`src/mipsPkg.sv`:
```
package mipsPkg;

	//////////////////////////////
	// basic types
	//////////////////////////////

	typedef logic [31:0] dataT;    // data, addresses and instructions
	typedef logic [4:0]  regAddrT; // register number

	localparam dataT nopInstr = '0; // sll $0,$0,0 pattern, retires nothing

	//////////////////////////////
	// instruction fields
	//////////////////////////////

	typedef enum logic [5:0]
	{
		opRtype = 6'b000000,
		opBeq   = 6'b000100,
		opLw    = 6'b100011,
		opSw    = 6'b101011
	} opcodeE;

	typedef enum logic [5:0]
	{
		fnAdd = 6'b100000,
		fnSub = 6'b100010,
		fnAnd = 6'b100100,
		fnOr  = 6'b100101,
		fnSlt = 6'b101010
	} functE;

	//////////////////////////////
	// datapath selects
	//////////////////////////////

	typedef enum logic [2:0]
	{
		aluAnd = 3'd0,
		aluOr  = 3'd1,
		aluAdd = 3'd2,
		aluSub = 3'd6,
		aluSlt = 3'd7 // signed compare
	} aluOpE;

	typedef enum logic [1:0]
	{
		fwdReg   = 2'b00, // value read in decode
		fwdMemWb = 2'b01, // write-back value
		fwdExMem = 2'b10  // result one stage ahead
	} fwdSelE;

endpackage

```
`src/regFile.sv`:
```
`timescale 1ns/1ps

module regFile import mipsPkg::*;
(
	input  logic    Clk,
	input  logic    arstN,
	input  regAddrT rdAddrA,
	input  regAddrT rdAddrB,
	input  logic    wrEn,
	input  regAddrT wrAddr,
	input  dataT    wrData,
	output dataT    rdDataA,
	output dataT    rdDataB
);

	dataT regs [32];

	// write-through so decode sees the value retiring this cycle
	function automatic dataT readPort(regAddrT addr);
		if (addr == '0)
			return '0;                 // $zero is hard wired
		else if (wrEn && wrAddr == addr)
			return wrData;             // bypass the write
		else
			return regs[addr];
	endfunction

	always_ff @(posedge Clk or negedge arstN)
	begin
		if (!arstN)
		begin
			for (int i = 0; i < 32; i++)
				regs[i] <= '0;
		end
		else if (wrEn && wrAddr != '0)
			regs[wrAddr] <= wrData;
	end

	assign rdDataA = readPort(rdAddrA);
	assign rdDataB = readPort(rdAddrB);

	// write-back filters $zero before it reaches the write port
	noZeroWrite: assert property (@(posedge Clk) disable iff (!arstN)
		wrEn |-> wrAddr != '0);

endmodule

```
`src/hazardUnit.sv`:
```
`timescale 1ns/1ps

module hazardUnit import mipsPkg::*;
(
	input  regAddrT rs,
	input  regAddrT rt,
	input  logic    isBranch,
	input  regAddrT idExRt,
	input  regAddrT idExDest,
	input  logic    idExMemRead,
	input  logic    idExRegWrite,
	input  regAddrT exMemDest,
	input  logic    exMemMemRead,
	output logic    stall
);

	logic loadUse;
	logic rsPending;
	logic rtPending;

	// load in EX, its data is not ready before MEM/WB
	assign loadUse = idExMemRead && idExRt != '0 && (idExRt == rs || idExRt == rt);

	// beq compares in decode so it needs both operands settled
	assign rsPending = rs != '0 &&
		((idExRegWrite && idExDest == rs) || (exMemMemRead && exMemDest == rs));
	assign rtPending = rt != '0 &&
		((idExRegWrite && idExDest == rt) || (exMemMemRead && exMemDest == rt));

	assign stall = loadUse || (isBranch && (rsPending || rtPending));

endmodule

```
`src/fetchStage.sv`:
```
`timescale 1ns/1ps

module fetchStage import mipsPkg::*;
#(
	parameter dataT ResetPc = '0
)
(
	input  logic Clk,
	input  logic arstN,
	input  dataT imemData,
	input  logic stall,
	input  logic branchTaken,
	input  dataT branchTarget,
	output dataT imemAddr,
	output dataT ifIdInstr,
	output dataT ifIdPcPlus4
);

	dataT pc;
	dataT pcPlus4;

	assign pcPlus4  = pc + 32'd4;
	assign imemAddr = pc; // memory answers in the same cycle

	//////////////////////////////
	// PC and IF/ID
	//////////////////////////////

	always_ff @(posedge Clk or negedge arstN)
	begin
		if (!arstN)
		begin
			pc          <= ResetPc;
			ifIdInstr   <= nopInstr;
			ifIdPcPlus4 <= '0;
		end
		else if (branchTaken)
		begin
			pc        <= branchTarget; // redirect
			ifIdInstr <= nopInstr;     // squash the wrong-path fetch
		end
		else if (!stall)
		begin
			pc          <= pcPlus4;
			ifIdInstr   <= imemData;
			ifIdPcPlus4 <= pcPlus4;
		end
	end

	// decode must resolve its own hazards before it may redirect
	noRedirectInStall: assert property (@(posedge Clk) disable iff (!arstN)
		!(stall && branchTaken));

endmodule

```
`src/decodeStage.sv`:
```
`timescale 1ns/1ps

module decodeStage import mipsPkg::*;
(
	input  logic    Clk,
	input  logic    arstN,
	input  dataT    ifIdInstr,
	input  dataT    ifIdPcPlus4,
	input  logic    wbEn,
	input  regAddrT wbReg,
	input  dataT    wbData,
	input  regAddrT exMemDest,
	input  logic    exMemMemRead,
	input  logic    exMemRegWrite,
	output logic    stall,
	output logic    branchTaken,
	output dataT    branchTarget,
	output regAddrT idExRs,
	output regAddrT idExRt,
	output regAddrT idExRd,
	output dataT    idExA,
	output dataT    idExB,
	output dataT    idExImm,
	output logic    idExRegWrite,
	output logic    idExMemRead,
	output logic    idExMemWrite,
	output logic    idExMemToReg,
	output logic    idExRegDst,
	output opcodeE  idExAluOp
);

	regAddrT rs;
	regAddrT rt;
	dataT    rdDataA;
	dataT    rdDataB;
	dataT    imm;
	regAddrT idExDest;
	logic    exMemPending;

	logic   isBranch;
	logic   regWrite;
	logic   memRead;
	logic   memWrite;
	logic   memToReg;
	logic   regDst;
	opcodeE aluOp;

	assign rs  = ifIdInstr[25:21];
	assign rt  = ifIdInstr[20:16];
	assign imm = {{16{ifIdInstr[15]}}, ifIdInstr[15:0]};

	regFile regFile_i
	(
		.Clk     (Clk),
		.arstN   (arstN),
		.rdAddrA (rs),
		.rdAddrB (rt),
		.wrEn    (wbEn),
		.wrAddr  (wbReg),
		.wrData  (wbData),
		.rdDataA (rdDataA),
		.rdDataB (rdDataB)
	);

	//////////////////////////////
	// control decode
	//////////////////////////////

	always_comb
	begin
		isBranch = 1'b0;
		regWrite = 1'b0;
		memRead  = 1'b0;
		memWrite = 1'b0;
		memToReg = 1'b0;
		regDst   = 1'b0;
		aluOp    = opRtype;
		case (ifIdInstr[31:26])
			opRtype:
			begin
				regWrite = 1'b1;
				regDst   = 1'b1; // rd
			end
			opLw:
			begin
				regWrite = 1'b1;
				memRead  = 1'b1;
				memToReg = 1'b1;
				aluOp    = opLw;
			end
			opSw:
			begin
				memWrite = 1'b1;
				aluOp    = opSw;
			end
			opBeq:
				isBranch = 1'b1;
			default: ; // unknown opcode retires as a no-op
		endcase
	end

	// the R-type result in MEM is not bypassed to decode either, so any writer there blocks beq
	assign exMemPending = exMemRegWrite || exMemMemRead;
	assign idExDest     = idExRegDst ? idExRd : idExRt;

	hazardUnit hazardUnit_i
	(
		.rs           (rs),
		.rt           (rt),
		.isBranch     (isBranch),
		.idExRt       (idExRt),
		.idExDest     (idExDest),
		.idExMemRead  (idExMemRead),
		.idExRegWrite (idExRegWrite),
		.exMemDest    (exMemDest),
		.exMemMemRead (exMemPending),
		.stall        (stall)
	);

	assign branchTarget = ifIdPcPlus4 + (imm << 2);
	assign branchTaken  = isBranch && (rdDataA == rdDataB) && !stall;

	//////////////////////////////
	// ID/EX
	//////////////////////////////

	always_ff @(posedge Clk or negedge arstN)
	begin
		if (!arstN)
		begin
			idExRegWrite <= 1'b0;
			idExMemRead  <= 1'b0;
			idExMemWrite <= 1'b0;
			idExMemToReg <= 1'b0;
			idExRegDst   <= 1'b0;
			idExAluOp    <= opRtype;
			idExRs       <= '0;
			idExRt       <= '0;
			idExRd       <= '0;
		end
		else
		begin
			idExRegWrite <= regWrite && !stall; // bubble on stall
			idExMemRead  <= memRead && !stall;
			idExMemWrite <= memWrite && !stall;
			idExMemToReg <= memToReg;
			idExRegDst   <= regDst;
			idExAluOp    <= aluOp;
			idExRs       <= rs;
			idExRt       <= rt;
			idExRd       <= ifIdInstr[15:11];
		end
	end

	always_ff @(posedge Clk)
	begin
		idExA   <= rdDataA;
		idExB   <= rdDataB;
		idExImm <= imm; // low bits carry funct
	end

endmodule

```
`src/executeStage.sv`:
```
`timescale 1ns/1ps

module executeStage import mipsPkg::*;
(
	input  logic    Clk,
	input  logic    arstN,
	input  regAddrT idExRs,
	input  regAddrT idExRt,
	input  regAddrT idExRd,
	input  dataT    idExA,
	input  dataT    idExB,
	input  dataT    idExImm,
	input  logic    idExRegWrite,
	input  logic    idExMemRead,
	input  logic    idExMemWrite,
	input  logic    idExMemToReg,
	input  logic    idExRegDst,
	input  opcodeE  idExAluOp,
	input  logic    wbEn,
	input  regAddrT wbReg,
	input  dataT    wbData,
	output dataT    exMemResult,
	output dataT    exMemStoreData,
	output regAddrT exMemDest,
	output logic    exMemRegWrite,
	output logic    exMemMemRead,
	output logic    exMemMemWrite,
	output logic    exMemMemToReg
);

	fwdSelE fwdA;
	fwdSelE fwdB;
	dataT   opA;
	dataT   opBReg;
	dataT   opB;
	dataT   aluResult;
	aluOpE  aluOp;
	logic   functValid;
	logic   useImm;
	regAddrT dest;

	//////////////////////////////
	// forwarding
	//////////////////////////////

	// younger result wins, wbEn already excludes $zero
	function automatic fwdSelE fwdFor(regAddrT src);
		if (exMemRegWrite && exMemDest != '0 && exMemDest == src)
			return fwdExMem;
		else if (wbEn && wbReg == src)
			return fwdMemWb;
		else
			return fwdReg;
	endfunction

	function automatic dataT pickOperand(fwdSelE sel, dataT regVal);
		case (sel)
			fwdExMem: return exMemResult;
			fwdMemWb: return wbData;
			default:  return regVal;
		endcase
	endfunction

	assign fwdA   = fwdFor(idExRs);
	assign fwdB   = fwdFor(idExRt);
	assign opA    = pickOperand(fwdA, idExA);
	assign opBReg = pickOperand(fwdB, idExB);

	//////////////////////////////
	// ALU control and ALU
	//////////////////////////////

	always_comb
	begin
		aluOp      = aluAdd;
		functValid = 1'b1;
		if (idExAluOp == opRtype)
		begin
			case (idExImm[5:0])
				fnAdd:   aluOp = aluAdd;
				fnSub:   aluOp = aluSub;
				fnAnd:   aluOp = aluAnd;
				fnOr:    aluOp = aluOr;
				fnSlt:   aluOp = aluSlt;
				default: functValid = 1'b0; // retires as a no-op
			endcase
		end
	end

	assign useImm = (idExAluOp == opLw) || (idExAluOp == opSw); // base + offset
	assign opB    = useImm ? idExImm : opBReg;

	always_comb
	begin
		case (aluOp)
			aluAnd:  aluResult = opA & opB;
			aluOr:   aluResult = opA | opB;
			aluSub:  aluResult = opA - opB;
			aluSlt:  aluResult = {31'b0, $signed(opA) < $signed(opB)};
			default: aluResult = opA + opB;
		endcase
	end

	assign dest = idExRegDst ? idExRd : idExRt;

	//////////////////////////////
	// EX/MEM
	//////////////////////////////

	always_ff @(posedge Clk or negedge arstN)
	begin
		if (!arstN)
		begin
			exMemRegWrite <= 1'b0;
			exMemMemRead  <= 1'b0;
			exMemMemWrite <= 1'b0;
			exMemMemToReg <= 1'b0;
			exMemDest     <= '0;
		end
		else
		begin
			exMemRegWrite <= idExRegWrite && functValid;
			exMemMemRead  <= idExMemRead;
			exMemMemWrite <= idExMemWrite;
			exMemMemToReg <= idExMemToReg;
			exMemDest     <= dest;
		end
	end

	always_ff @(posedge Clk)
	begin
		exMemResult    <= aluResult;
		exMemStoreData <= opBReg; // forwarded rt for sw
	end

	// decode never emits an opcode that both loads and stores
	oneMemAccess: assert property (@(posedge Clk) disable iff (!arstN)
		!(exMemMemRead && exMemMemWrite));

endmodule

```
`src/memWbStage.sv`:
```
`timescale 1ns/1ps

module memWbStage import mipsPkg::*;
(
	input  logic    Clk,
	input  logic    arstN,
	input  dataT    exMemResult,
	input  dataT    exMemStoreData,
	input  regAddrT exMemDest,
	input  logic    exMemRegWrite,
	input  logic    exMemMemRead,
	input  logic    exMemMemWrite,
	input  logic    exMemMemToReg,
	input  dataT    dmemRdata,
	output dataT    dmemAddr,
	output dataT    dmemWdata,
	output logic    dmemWe,
	output logic    wbEn,
	output regAddrT wbReg,
	output dataT    wbData
);

	dataT memWbLoadData;
	dataT memWbResult;
	logic memWbMemToReg;

	// data port straight from EX/MEM, write lands on the next edge
	assign dmemAddr  = exMemResult;
	assign dmemWdata = exMemStoreData;
	assign dmemWe    = exMemMemWrite;

	always_ff @(posedge Clk or negedge arstN)
	begin
		if (!arstN)
		begin
			wbEn          <= 1'b0;
			wbReg         <= '0;
			memWbMemToReg <= 1'b0;
		end
		else
		begin
			wbEn          <= exMemRegWrite && exMemDest != '0; // $zero never retires
			wbReg         <= exMemDest;
			memWbMemToReg <= exMemMemToReg;
		end
	end

	always_ff @(posedge Clk)
	begin
		memWbResult <= exMemResult;
		if (exMemMemRead)
			memWbLoadData <= dmemRdata; // only sample on a real load
	end

	assign wbData = memWbMemToReg ? memWbLoadData : memWbResult;

endmodule

```
`src/mipsPipeCore.sv`:
```
`timescale 1ns/1ps

module mipsPipeCore import mipsPkg::*;
#(
	parameter dataT ResetPc = '0
)
(
	input  logic    Clk,
	input  logic    arstN,
	output dataT    imemAddr,
	input  dataT    imemData,
	output dataT    dmemAddr,
	output dataT    dmemWdata,
	output logic    dmemWe,
	input  dataT    dmemRdata,
	output logic    wbEn,
	output regAddrT wbReg,
	output dataT    wbData
);

	// IF/ID and redirect
	dataT ifIdInstr;
	dataT ifIdPcPlus4;
	logic stall;
	logic branchTaken;
	dataT branchTarget;

	// ID/EX
	regAddrT idExRs;
	regAddrT idExRt;
	regAddrT idExRd;
	dataT    idExA;
	dataT    idExB;
	dataT    idExImm;
	logic    idExRegWrite;
	logic    idExMemRead;
	logic    idExMemWrite;
	logic    idExMemToReg;
	logic    idExRegDst;
	opcodeE  idExAluOp;

	// EX/MEM
	dataT    exMemResult;
	dataT    exMemStoreData;
	regAddrT exMemDest;
	logic    exMemRegWrite;
	logic    exMemMemRead;
	logic    exMemMemWrite;
	logic    exMemMemToReg;

	fetchStage #(.ResetPc(ResetPc)) fetchStage_i
	(
		.Clk          (Clk),
		.arstN        (arstN),
		.imemData     (imemData),
		.stall        (stall),
		.branchTaken  (branchTaken),
		.branchTarget (branchTarget),
		.imemAddr     (imemAddr),
		.ifIdInstr    (ifIdInstr),
		.ifIdPcPlus4  (ifIdPcPlus4)
	);

	decodeStage decodeStage_i
	(
		.Clk           (Clk),
		.arstN         (arstN),
		.ifIdInstr     (ifIdInstr),
		.ifIdPcPlus4   (ifIdPcPlus4),
		.wbEn          (wbEn),
		.wbReg         (wbReg),
		.wbData        (wbData),
		.exMemDest     (exMemDest),
		.exMemMemRead  (exMemMemRead),
		.exMemRegWrite (exMemRegWrite),
		.stall         (stall),
		.branchTaken   (branchTaken),
		.branchTarget  (branchTarget),
		.idExRs        (idExRs),
		.idExRt        (idExRt),
		.idExRd        (idExRd),
		.idExA         (idExA),
		.idExB         (idExB),
		.idExImm       (idExImm),
		.idExRegWrite  (idExRegWrite),
		.idExMemRead   (idExMemRead),
		.idExMemWrite  (idExMemWrite),
		.idExMemToReg  (idExMemToReg),
		.idExRegDst    (idExRegDst),
		.idExAluOp     (idExAluOp)
	);

	executeStage executeStage_i
	(
		.Clk            (Clk),
		.arstN          (arstN),
		.idExRs         (idExRs),
		.idExRt         (idExRt),
		.idExRd         (idExRd),
		.idExA          (idExA),
		.idExB          (idExB),
		.idExImm        (idExImm),
		.idExRegWrite   (idExRegWrite),
		.idExMemRead    (idExMemRead),
		.idExMemWrite   (idExMemWrite),
		.idExMemToReg   (idExMemToReg),
		.idExRegDst     (idExRegDst),
		.idExAluOp      (idExAluOp),
		.wbEn           (wbEn),
		.wbReg          (wbReg),
		.wbData         (wbData),
		.exMemResult    (exMemResult),
		.exMemStoreData (exMemStoreData),
		.exMemDest      (exMemDest),
		.exMemRegWrite  (exMemRegWrite),
		.exMemMemRead   (exMemMemRead),
		.exMemMemWrite  (exMemMemWrite),
		.exMemMemToReg  (exMemMemToReg)
	);

	memWbStage memWbStage_i
	(
		.Clk            (Clk),
		.arstN          (arstN),
		.exMemResult    (exMemResult),
		.exMemStoreData (exMemStoreData),
		.exMemDest      (exMemDest),
		.exMemRegWrite  (exMemRegWrite),
		.exMemMemRead   (exMemMemRead),
		.exMemMemWrite  (exMemMemWrite),
		.exMemMemToReg  (exMemMemToReg),
		.dmemRdata      (dmemRdata),
		.dmemAddr       (dmemAddr),
		.dmemWdata      (dmemWdata),
		.dmemWe         (dmemWe),
		.wbEn           (wbEn),
		.wbReg          (wbReg),
		.wbData         (wbData)
	);

endmodule

```
`config.mk`:
```
export PLATFORM = sky130hd
export DESIGN_NAME = mipsPipeCore
export DESIGN_NICKNAME = d
export VERILOG_FILES = /design/src/mipsPkg.sv /design/src/regFile.sv /design/src/hazardUnit.sv /design/src/fetchStage.sv /design/src/decodeStage.sv /design/src/executeStage.sv /design/src/memWbStage.sv /design/src/mipsPipeCore.sv
export SDC_FILE = /design/constraint.sdc
export NUM_CORES = 2
export LEC_CHECK = 0
export BUFFER_PORTS_ARGS = -buffer_cell sky130_fd_sc_hd__clkbuf_2
export CAP_MARGIN = 20
export CELL_PAD_IN_SITES_DETAIL_PLACEMENT = 1
export CELL_PAD_IN_SITES_GLOBAL_PLACEMENT = 2
export CORE_MARGIN = 2
export CORE_UTILIZATION = 38
export DETAILED_ROUTE_END_ITERATION = 10
export PLACE_DENSITY_LB_ADDON = 0.1
export SLEW_MARGIN = 20
export SYNTH_ARGS = -nofsm -noshare
export SYNTH_HDL_FRONTEND = slang
export SYNTH_SLANG_ARGS = --single-unit
```
`constraint.sdc`:
```
create_clock -name Clk -period 5.5 [get_ports Clk]
set_input_delay 1.1 -clock Clk [delete_from_list [all_inputs] [get_ports Clk]]
set_output_delay 1.1 -clock Clk [all_outputs]
set_load 0.005 [all_outputs]
```
; ---- Word level (Yosys, flattened, before mapping)
; Index checks and enable logic that the tools add are counted.
[classes]
n_addsub = 4
order_cmp = 5
eq_ne = 31
muxes = 37
bitwise = 7
n_reduce_logical = 45
[ops]
columns = cell, n
row1 = 1024-bit bitwise mux, 1
row2 = 32-bit two-way mux, 15
row3 = 32-bit binary-select mux with 5-bit select, 2
row4 = 32-bit demux with 5-bit select, 1
row5 = 32-bit case mux with 2 select lines, 2
row6 = 32-bit case mux with 4 select lines, 1
row7 = 32-bit adder, 2
row8 = 5-bit equality test, 12
row9 = "6-bit equality test, second input constant", 9
row10 = "32-bit by 3-bit adder with 32-bit output, second input constant", 1
row11 = 32-bit AND, 1
row12 = 32-bit equality test, 1
row13 = 32-bit < comparator, 1
row14 = 32-bit bitwise OR, 1
row15 = 32-bit subtractor, 1
row16 = 5-bit nonzero test, 5
row17 = 1-bit logical AND, 24
row18 = "6-bit greater-or-equal comparator, second input constant", 3
row19 = 5-bit inverter with 6-bit output, 3
row20 = 6-bit zero test, 2
row21 = 3-bit case mux with 4 select lines, 1
row22 = 6-bit case mux with 2 select lines, 1
row23 = 5-bit zero test, 2
row24 = 1-bit two-way mux, 9
row25 = 17 further kinds, 28
[word_totals]
regBits = 1370
output_inout_bits = 135
elab_cells = 188

; ---- Depth between registers and ports, before layout
[depth]
word_depth = 12
depth_mapped = 26
ltp_nobuf = 24

; ---- Cells and area by module
; Synthesis repeated with hierarchy kept, for this count alone.
[unflattened]
hier_cells = 6082
hier_area_um2 = 75763.9
[by_module_without_submodules]
columns = mod, n_inst, cells_per_inst, area_per_inst_um2, seq_area_each_um2
row1 = regFile, 1, 3759, 54658.7, 25624.6
row2 = executeStage, 1, 1134, 8496.9, 1506.4
row3 = fetchStage, 1, 516, 4878.4, 2402.3
row4 = decodeStage, 1, 449, 4678.2, 2152.1
row5 = memWbStage, 1, 174, 2667.6, 1776.7
row6 = hazardUnit, 1, 50, 384.1, 0.0

; ---- Worst setup path after synthesis
; Ideal clock, no wire load.
[synth_path]
path_kind = register to register
from = register executeStage_i.exMemDest[3]
to = register executeStage_i.exMemResult[30]
setup_ps = 132
arrival_time_ps = 5559
required_time_ps = 5368
setup_slack_ps = -191
path_stages_with_launch = 26
n_path_buf = 2
period_less_slack_ps = 5691
path_cell_list = dfrtp_1 clkbuf_1 or4_1 o21ai_0 nor4_1 clkbuf_1 nand2_1 o21ai_0 nor2_1 a21o_1 inv_1 ha_1 inv_1 fa_1 o21bai_1 a21oi_1 o21ba_2 a2111oi_0 o41ai_1 o21ai_0 a211oi_1 o21ai_0 a221o_1 a2111oi_0 a2111oi_0 o22ai_1
[synth_via]
elab_chain_len = 9
elab_cells_between_ends = 20
cone_classes = 2 x add/sub / 6 x eq/ne / 6 x mux / 2 x bitwise / 4 x reduce/logical
[synth_lines]
columns = item, line
row1 = from (decl), executeStage.sv:24  ; output regAddrT exMemDest,
row2 = from (signal assigned), executeStage.sv:126  ; exMemDest <= dest;
row3 = 5-bit nonzero test, executeStage.sv:48  ; if (exMemRegWrite && exMemDest != '0 && exMemDest == src)
row4 = 1-bit logical AND, executeStage.sv:48
row5 = 1-bit logical AND *, executeStage.sv:48
row6 = 2-bit two-way mux *, executeStage.sv:48
row7 = 2-bit by 1-bit equality test with 1-bit output / 2-bit equality test (equally long branches), executeStage.sv:57  ; case (sel)
row8 = 32-bit case mux with 2 select lines *, executeStage.sv:57
row9 = named net executeStage_i.opBReg[0], executeStage.sv:34  ; dataT opBReg;
row10 = 32-bit two-way mux *, executeStage.sv:91  ; assign opB = useImm ? idExImm : opBReg;
row11 = 32-bit adder / 32-bit subtractor (equally long branches), "executeStage.sv:100, executeStage.sv:98"
row12 = 32-bit case mux with 4 select lines *, executeStage.sv:95  ; case (aluOp)
row13 = named net executeStage_i.aluResult[30], executeStage.sv:36  ; dataT aluResult;
row14 = to (signal assigned), executeStage.sv:132  ; exMemResult <= aluResult;
row15 = to (decl), executeStage.sv:22  ; output dataT exMemResult,
; Mark *: on every way through the listed nets, which the timed path passes. The rest lies on a longest branch.
; A chain may end at the register's enable or synchronous reset.

; ---- Final worst setup path
[layout_path]
from = register executeStage_i.exMemDest[3]
to = register executeStage_i.exMemResult[28]
; The elaborated chain is that of the path after synthesis.

==> run metrics <==
Core ar. 188000 um2; clock-pin slew reported for the worst setup and hold paths after clock tree synthesis 0.06 ns; count of unique library cells instantiated by Yosys 82; H-tree depth reported by CTS 4; portion of the post-synthesis area used by sequential elements 46.5%; Worst Setup Path Type flop to flop; buffer depth of the longest clock path 3; HPWL after detailed placement 213000 um; synthesized area per cell 10.2 um2; endpoints failing hold 0; run status finished clean; root buffer selected by CTS sky130_fd_sc_hd__clkbuf_16; number of standard-cell rows in the floorplan 159; area grow syn2layout 17.4%; Antenna Nets Post-Route 0; kind of end point of the critical path flop; Post-synth EDFFs 32; total global routing track utilization 32.7%; RSZ-0062 raised after global routing true; shortest period the worst path allows 5.45 ns; ranking of synthesized cells by instance count sky130_fd_sc_hd__dfrtp_1 (1158), sky130_fd_sc_hd__nand2_1 (838), sky130_fd_sc_hd__o21ai_0 (795); sink count of the clock tree 1366; Post-Syn Area 72000 um2; number of buffers created by CTS 164; pin count of the biggest net entering global routing 122; Synthesized Nets 7264; number of vias after detailed routing 60100; critical path data arrival time 6.13 ns; number of max-cap violations 0; number of DRC markers after the initial detailed-route iteration 5378; Mapped Cells 7069; post-synth top area share 40.2%; IR Drop Worst-Case VDD 0.319 mV; die width 439 um; Top FF cell, synth sky130_fd_sc_hd__dfrtp_1; number of warnings issued by yosys 0; average detailed-routed wire length per instance 31.8 um; routability cong. 0.896; initial core utilization 38.3%; fraction of registers with async set or reset after synthesis 84.8%; # IOs 201; worst slew margin relative to its limit 22.8%; drt via density 6.04; Final period util 99.2%; count of port buffers added during placement 200; HP Class primary input to asynchronous set/reset pin; global-route wire length before repair 457000 um; vertical die dimension 439 um; slew at the pin with the worst max-slew slack 1.16 ns; fin. max-slew vios 0; highest achievable clock rate 183 MHz; via count of the first global-routing pass 62000; final net count 7516; count leader, synth sky130_fd_sc_hd__dfrtp_1; clock tree from TritonCTS yes; Required @ worst endpoint 6.17 ns; Leakage Power 0.0369 uW; full die area 193000 um2; aggregate routed wire length 317000 um; FF+latch count, synth 1366; Fin Hold WS 0.366 ns; DRC violations left 0; library cell occupying the most area in the post-synthesis netlist sky130_fd_sc_hd__dfrtp_1; endpoints failing setup 0; clock insertion delay at the later pin of the skew report 0.83 ns; hold buffers post-CTS 0; final setup TNS 0 ns; launching element type of the critical path flop; fraction of final layout cells sized beyond drive strength 1 22.1%; largest cells by area after synthesis sky130_fd_sc_hd__dfrtp_1 (40%), sky130_fd_sc_hd__mux4_2 (14%), sky130_fd_sc_hd__o21ai_0 (5.5%); total power per unit cell area 304 nW/um2; first-pass detailed-route iteration total 5; Worst Path Max Fanout 12; gr ovfl total 0; setup clock skew after layout 0.0292 ns; antenna violations before repair 11
[worst max-delay path, cell delays in order (launching register included)]
cell and delay [ns]:
sky130_fd_sc_hd__dfrtp_1 0.40, sky130_fd_sc_hd__or4_4 0.53, sky130_fd_sc_hd__o21ai_2 0.15, sky130_fd_sc_hd__buf_4 0.14, sky130_fd_sc_hd__nor4_4 0.04, sky130_fd_sc_hd__buf_4 0.18, sky130_fd_sc_hd__buf_8 0.16, sky130_fd_sc_hd__nand2_1 0.07
sky130_fd_sc_hd__o21ai_1 0.10, sky130_fd_sc_hd__mux2i_2 0.25, sky130_fd_sc_hd__inv_1 0.07, sky130_fd_sc_hd__ha_1 0.19, sky130_fd_sc_hd__o21bai_2 0.22, sky130_fd_sc_hd__a21oi_2 0.23, sky130_fd_sc_hd__o21ba_4 0.22, sky130_fd_sc_hd__a2111oi_4 0.09
sky130_fd_sc_hd__buf_4 0.16, sky130_fd_sc_hd__o41ai_4 0.44, sky130_fd_sc_hd__o21ai_2 0.11, sky130_fd_sc_hd__buf_4 0.17, sky130_fd_sc_hd__a211oi_2 0.20, sky130_fd_sc_hd__o21ai_2 0.10, sky130_fd_sc_hd__a221o_1 0.37, sky130_fd_sc_hd__buf_4 0.16
sky130_fd_sc_hd__buf_4 0.13, sky130_fd_sc_hd__a221oi_2 0.28, sky130_fd_sc_hd__o22ai_1 0.13
[power breakdown]
part           total, uW  leakage, uW  internal (uW)  switching, uW
combinational       3850       0.0165           1300           2560
clock              11200      0.00268           6540           4660
sequential         10700       0.0177          10400            337
total              25700       0.0369          18200           7550
[flip-flops by register name, indices dropped and copies added (netlist names), 16 cells and up]
signal,cells
decodeStage_i.idExA,32
decodeStage_i.idExB,32
decodeStage_i.idExImm,16
decodeStage_i.regFile_i.regs,1024
executeStage_i.exMemResult,32
executeStage_i.exMemStoreData,32
fetchStage_i.ifIdInstr,32
fetchStage_i.ifIdPcPlus4,32
fetchStage_i.imemAddr,32
memWbStage_i.memWbLoadData,32
memWbStage_i.memWbResult,32
[timing repair]
item / in CTS / in global routing
endpoints found under the setup margin: 6 / 73
cloned: 0 / 3
pin swaps: 6 / 28
buffers inserted: 1 / 8
gates resized for setup: 18 / 67
[routing by layer]
| metal | vias up | wire length [um] | track usage (%) |
|---|---|---|---|
| li1 | 26000 | - | - |
| met2 | 2087 | 147000 | 52.3 |
| met3 | 581 | 20300 | 5.29 |
| met1 | 31500 | 135000 | 44.3 |
| met5 | - | 32 | 0 |
| met4 | 4 | 14400 | 13.3 |
[cell type report]
| class | count | area (um2) |
|---|---|---|
| fillers | 20500 | 103000 |
| clock buffers | 243 | 4820 |
| repair buffers | 738 | 5810 |
| flip-flops and latches | 1366 | 33500 |
| multi-input cells | 4880 | 36000 |
| diodes | 6 | 15.0 |
| well taps | 2495 | 3120 |
| inverters | 171 | 642 |
| clock inverters | 57 | 626 |
[kinds of logic (layout without fill, tap and decap cells)]
logic type	count (synthesis)	count (layout)	synth area share, %
AOI/OAI and AO/OA	2016	2016	16.0
xor gates and xnor gates	135	135	1.64
adders and majority gates	129	129	2.27
buffers and inverters	823	1209	4.90
DFF	1366	1366	46.5
muxes	715	715	17.8
other	0	6	0
and+or+nand+nor	1885	1885	10.9
[path summary, 6_finish.rpt]
kind / start / end / slack, ns / cells past startpoint
setup / recovery: executeStage_i.exMemDest[3]$_DFF_PN0_ / executeStage_i.exMemResult[28]$_DFF_P_ / 0.05 / 26
hold / removal: arstN / decodeStage_i.regFile_i.regs[267]$_DFFE_PN0P_ / 0.37 / 1
setup reg to reg: executeStage_i.exMemDest[3]$_DFF_PN0_ / executeStage_i.exMemResult[28]$_DFF_P_ / 0.05 / 26
hold reg to reg: decodeStage_i.idExMemWrite$_DFF_PN0_ / executeStage_i.exMemMemWrite$_DFF_PN0_ / 0.37 / 0
max in group asynchronous: arstN / fetchStage_i.ifIdInstr[23]$_DFFE_PN0P_ / 3.81 / 2
min in group Clk: decodeStage_i.idExMemWrite$_DFF_PN0_ / executeStage_i.exMemMemWrite$_DFF_PN0_ / 0.37 / 0
[layout by cell type, fill, tap and decap left out, types with 16 or more instances in the layout]
master                         n
sky130_fd_sc_hd__mux2i_1     204
sky130_fd_sc_hd__o21bai_1     21
sky130_fd_sc_hd__xor2_1       54
sky130_fd_sc_hd__a211oi_1     44
sky130_fd_sc_hd__o21ai_1      23
sky130_fd_sc_hd__nand3_1      59
sky130_fd_sc_hd__o211ai_1     17
sky130_fd_sc_hd__nor2_1      683
sky130_fd_sc_hd__clkbuf_8     27
sky130_fd_sc_hd__a21oi_1     686
sky130_fd_sc_hd__a21o_1       24
sky130_fd_sc_hd__clkinv_2     31
sky130_fd_sc_hd__o21a_1       16
sky130_fd_sc_hd__nand2_1     822
sky130_fd_sc_hd__xnor2_1      81
sky130_fd_sc_hd__o22ai_1     105
sky130_fd_sc_hd__dfxtp_1     176
sky130_fd_sc_hd__clkbuf_1     45
sky130_fd_sc_hd__edfxtp_1     32
sky130_fd_sc_hd__nand2b_1     29
sky130_fd_sc_hd__mux2_2       27
sky130_fd_sc_hd__buf_12       57
sky130_fd_sc_hd__o21ai_0     765
sky130_fd_sc_hd__nor2b_1      31
sky130_fd_sc_hd__ha_1        123
sky130_fd_sc_hd__nand4_1      21
sky130_fd_sc_hd__nor3_1       68
sky130_fd_sc_hd__nor2_4       17
sky130_fd_sc_hd__mux2i_4      32
sky130_fd_sc_hd__buf_4       477
sky130_fd_sc_hd__and3_1       18
sky130_fd_sc_hd__dfrtp_1    1147
sky130_fd_sc_hd__clkbuf_2    199
sky130_fd_sc_hd__a22oi_1      89
sky130_fd_sc_hd__clkbuf_16   173
sky130_fd_sc_hd__mux4_2      450
sky130_fd_sc_hd__a221oi_1     63
sky130_fd_sc_hd__inv_1       168
sky130_fd_sc_hd__nor4_1       26
[metrics by stage]
stage               instances  util (%)  setup WS, ns  total power (uW)  area [um2]
floorplan                7069         -        0.0507             12600       72000
CTS                      9939      44.8       0.00488             25900       84200
global placement         9638      41.9        -0.422             14600       78700
global route             9951      45.0       -0.0793             26600       84600
detailed placement       9638      41.9        -0.494             14600       78700
finish                   9956      45.0        0.0452             25700       84600
Power figures use the tool's default switching activity.
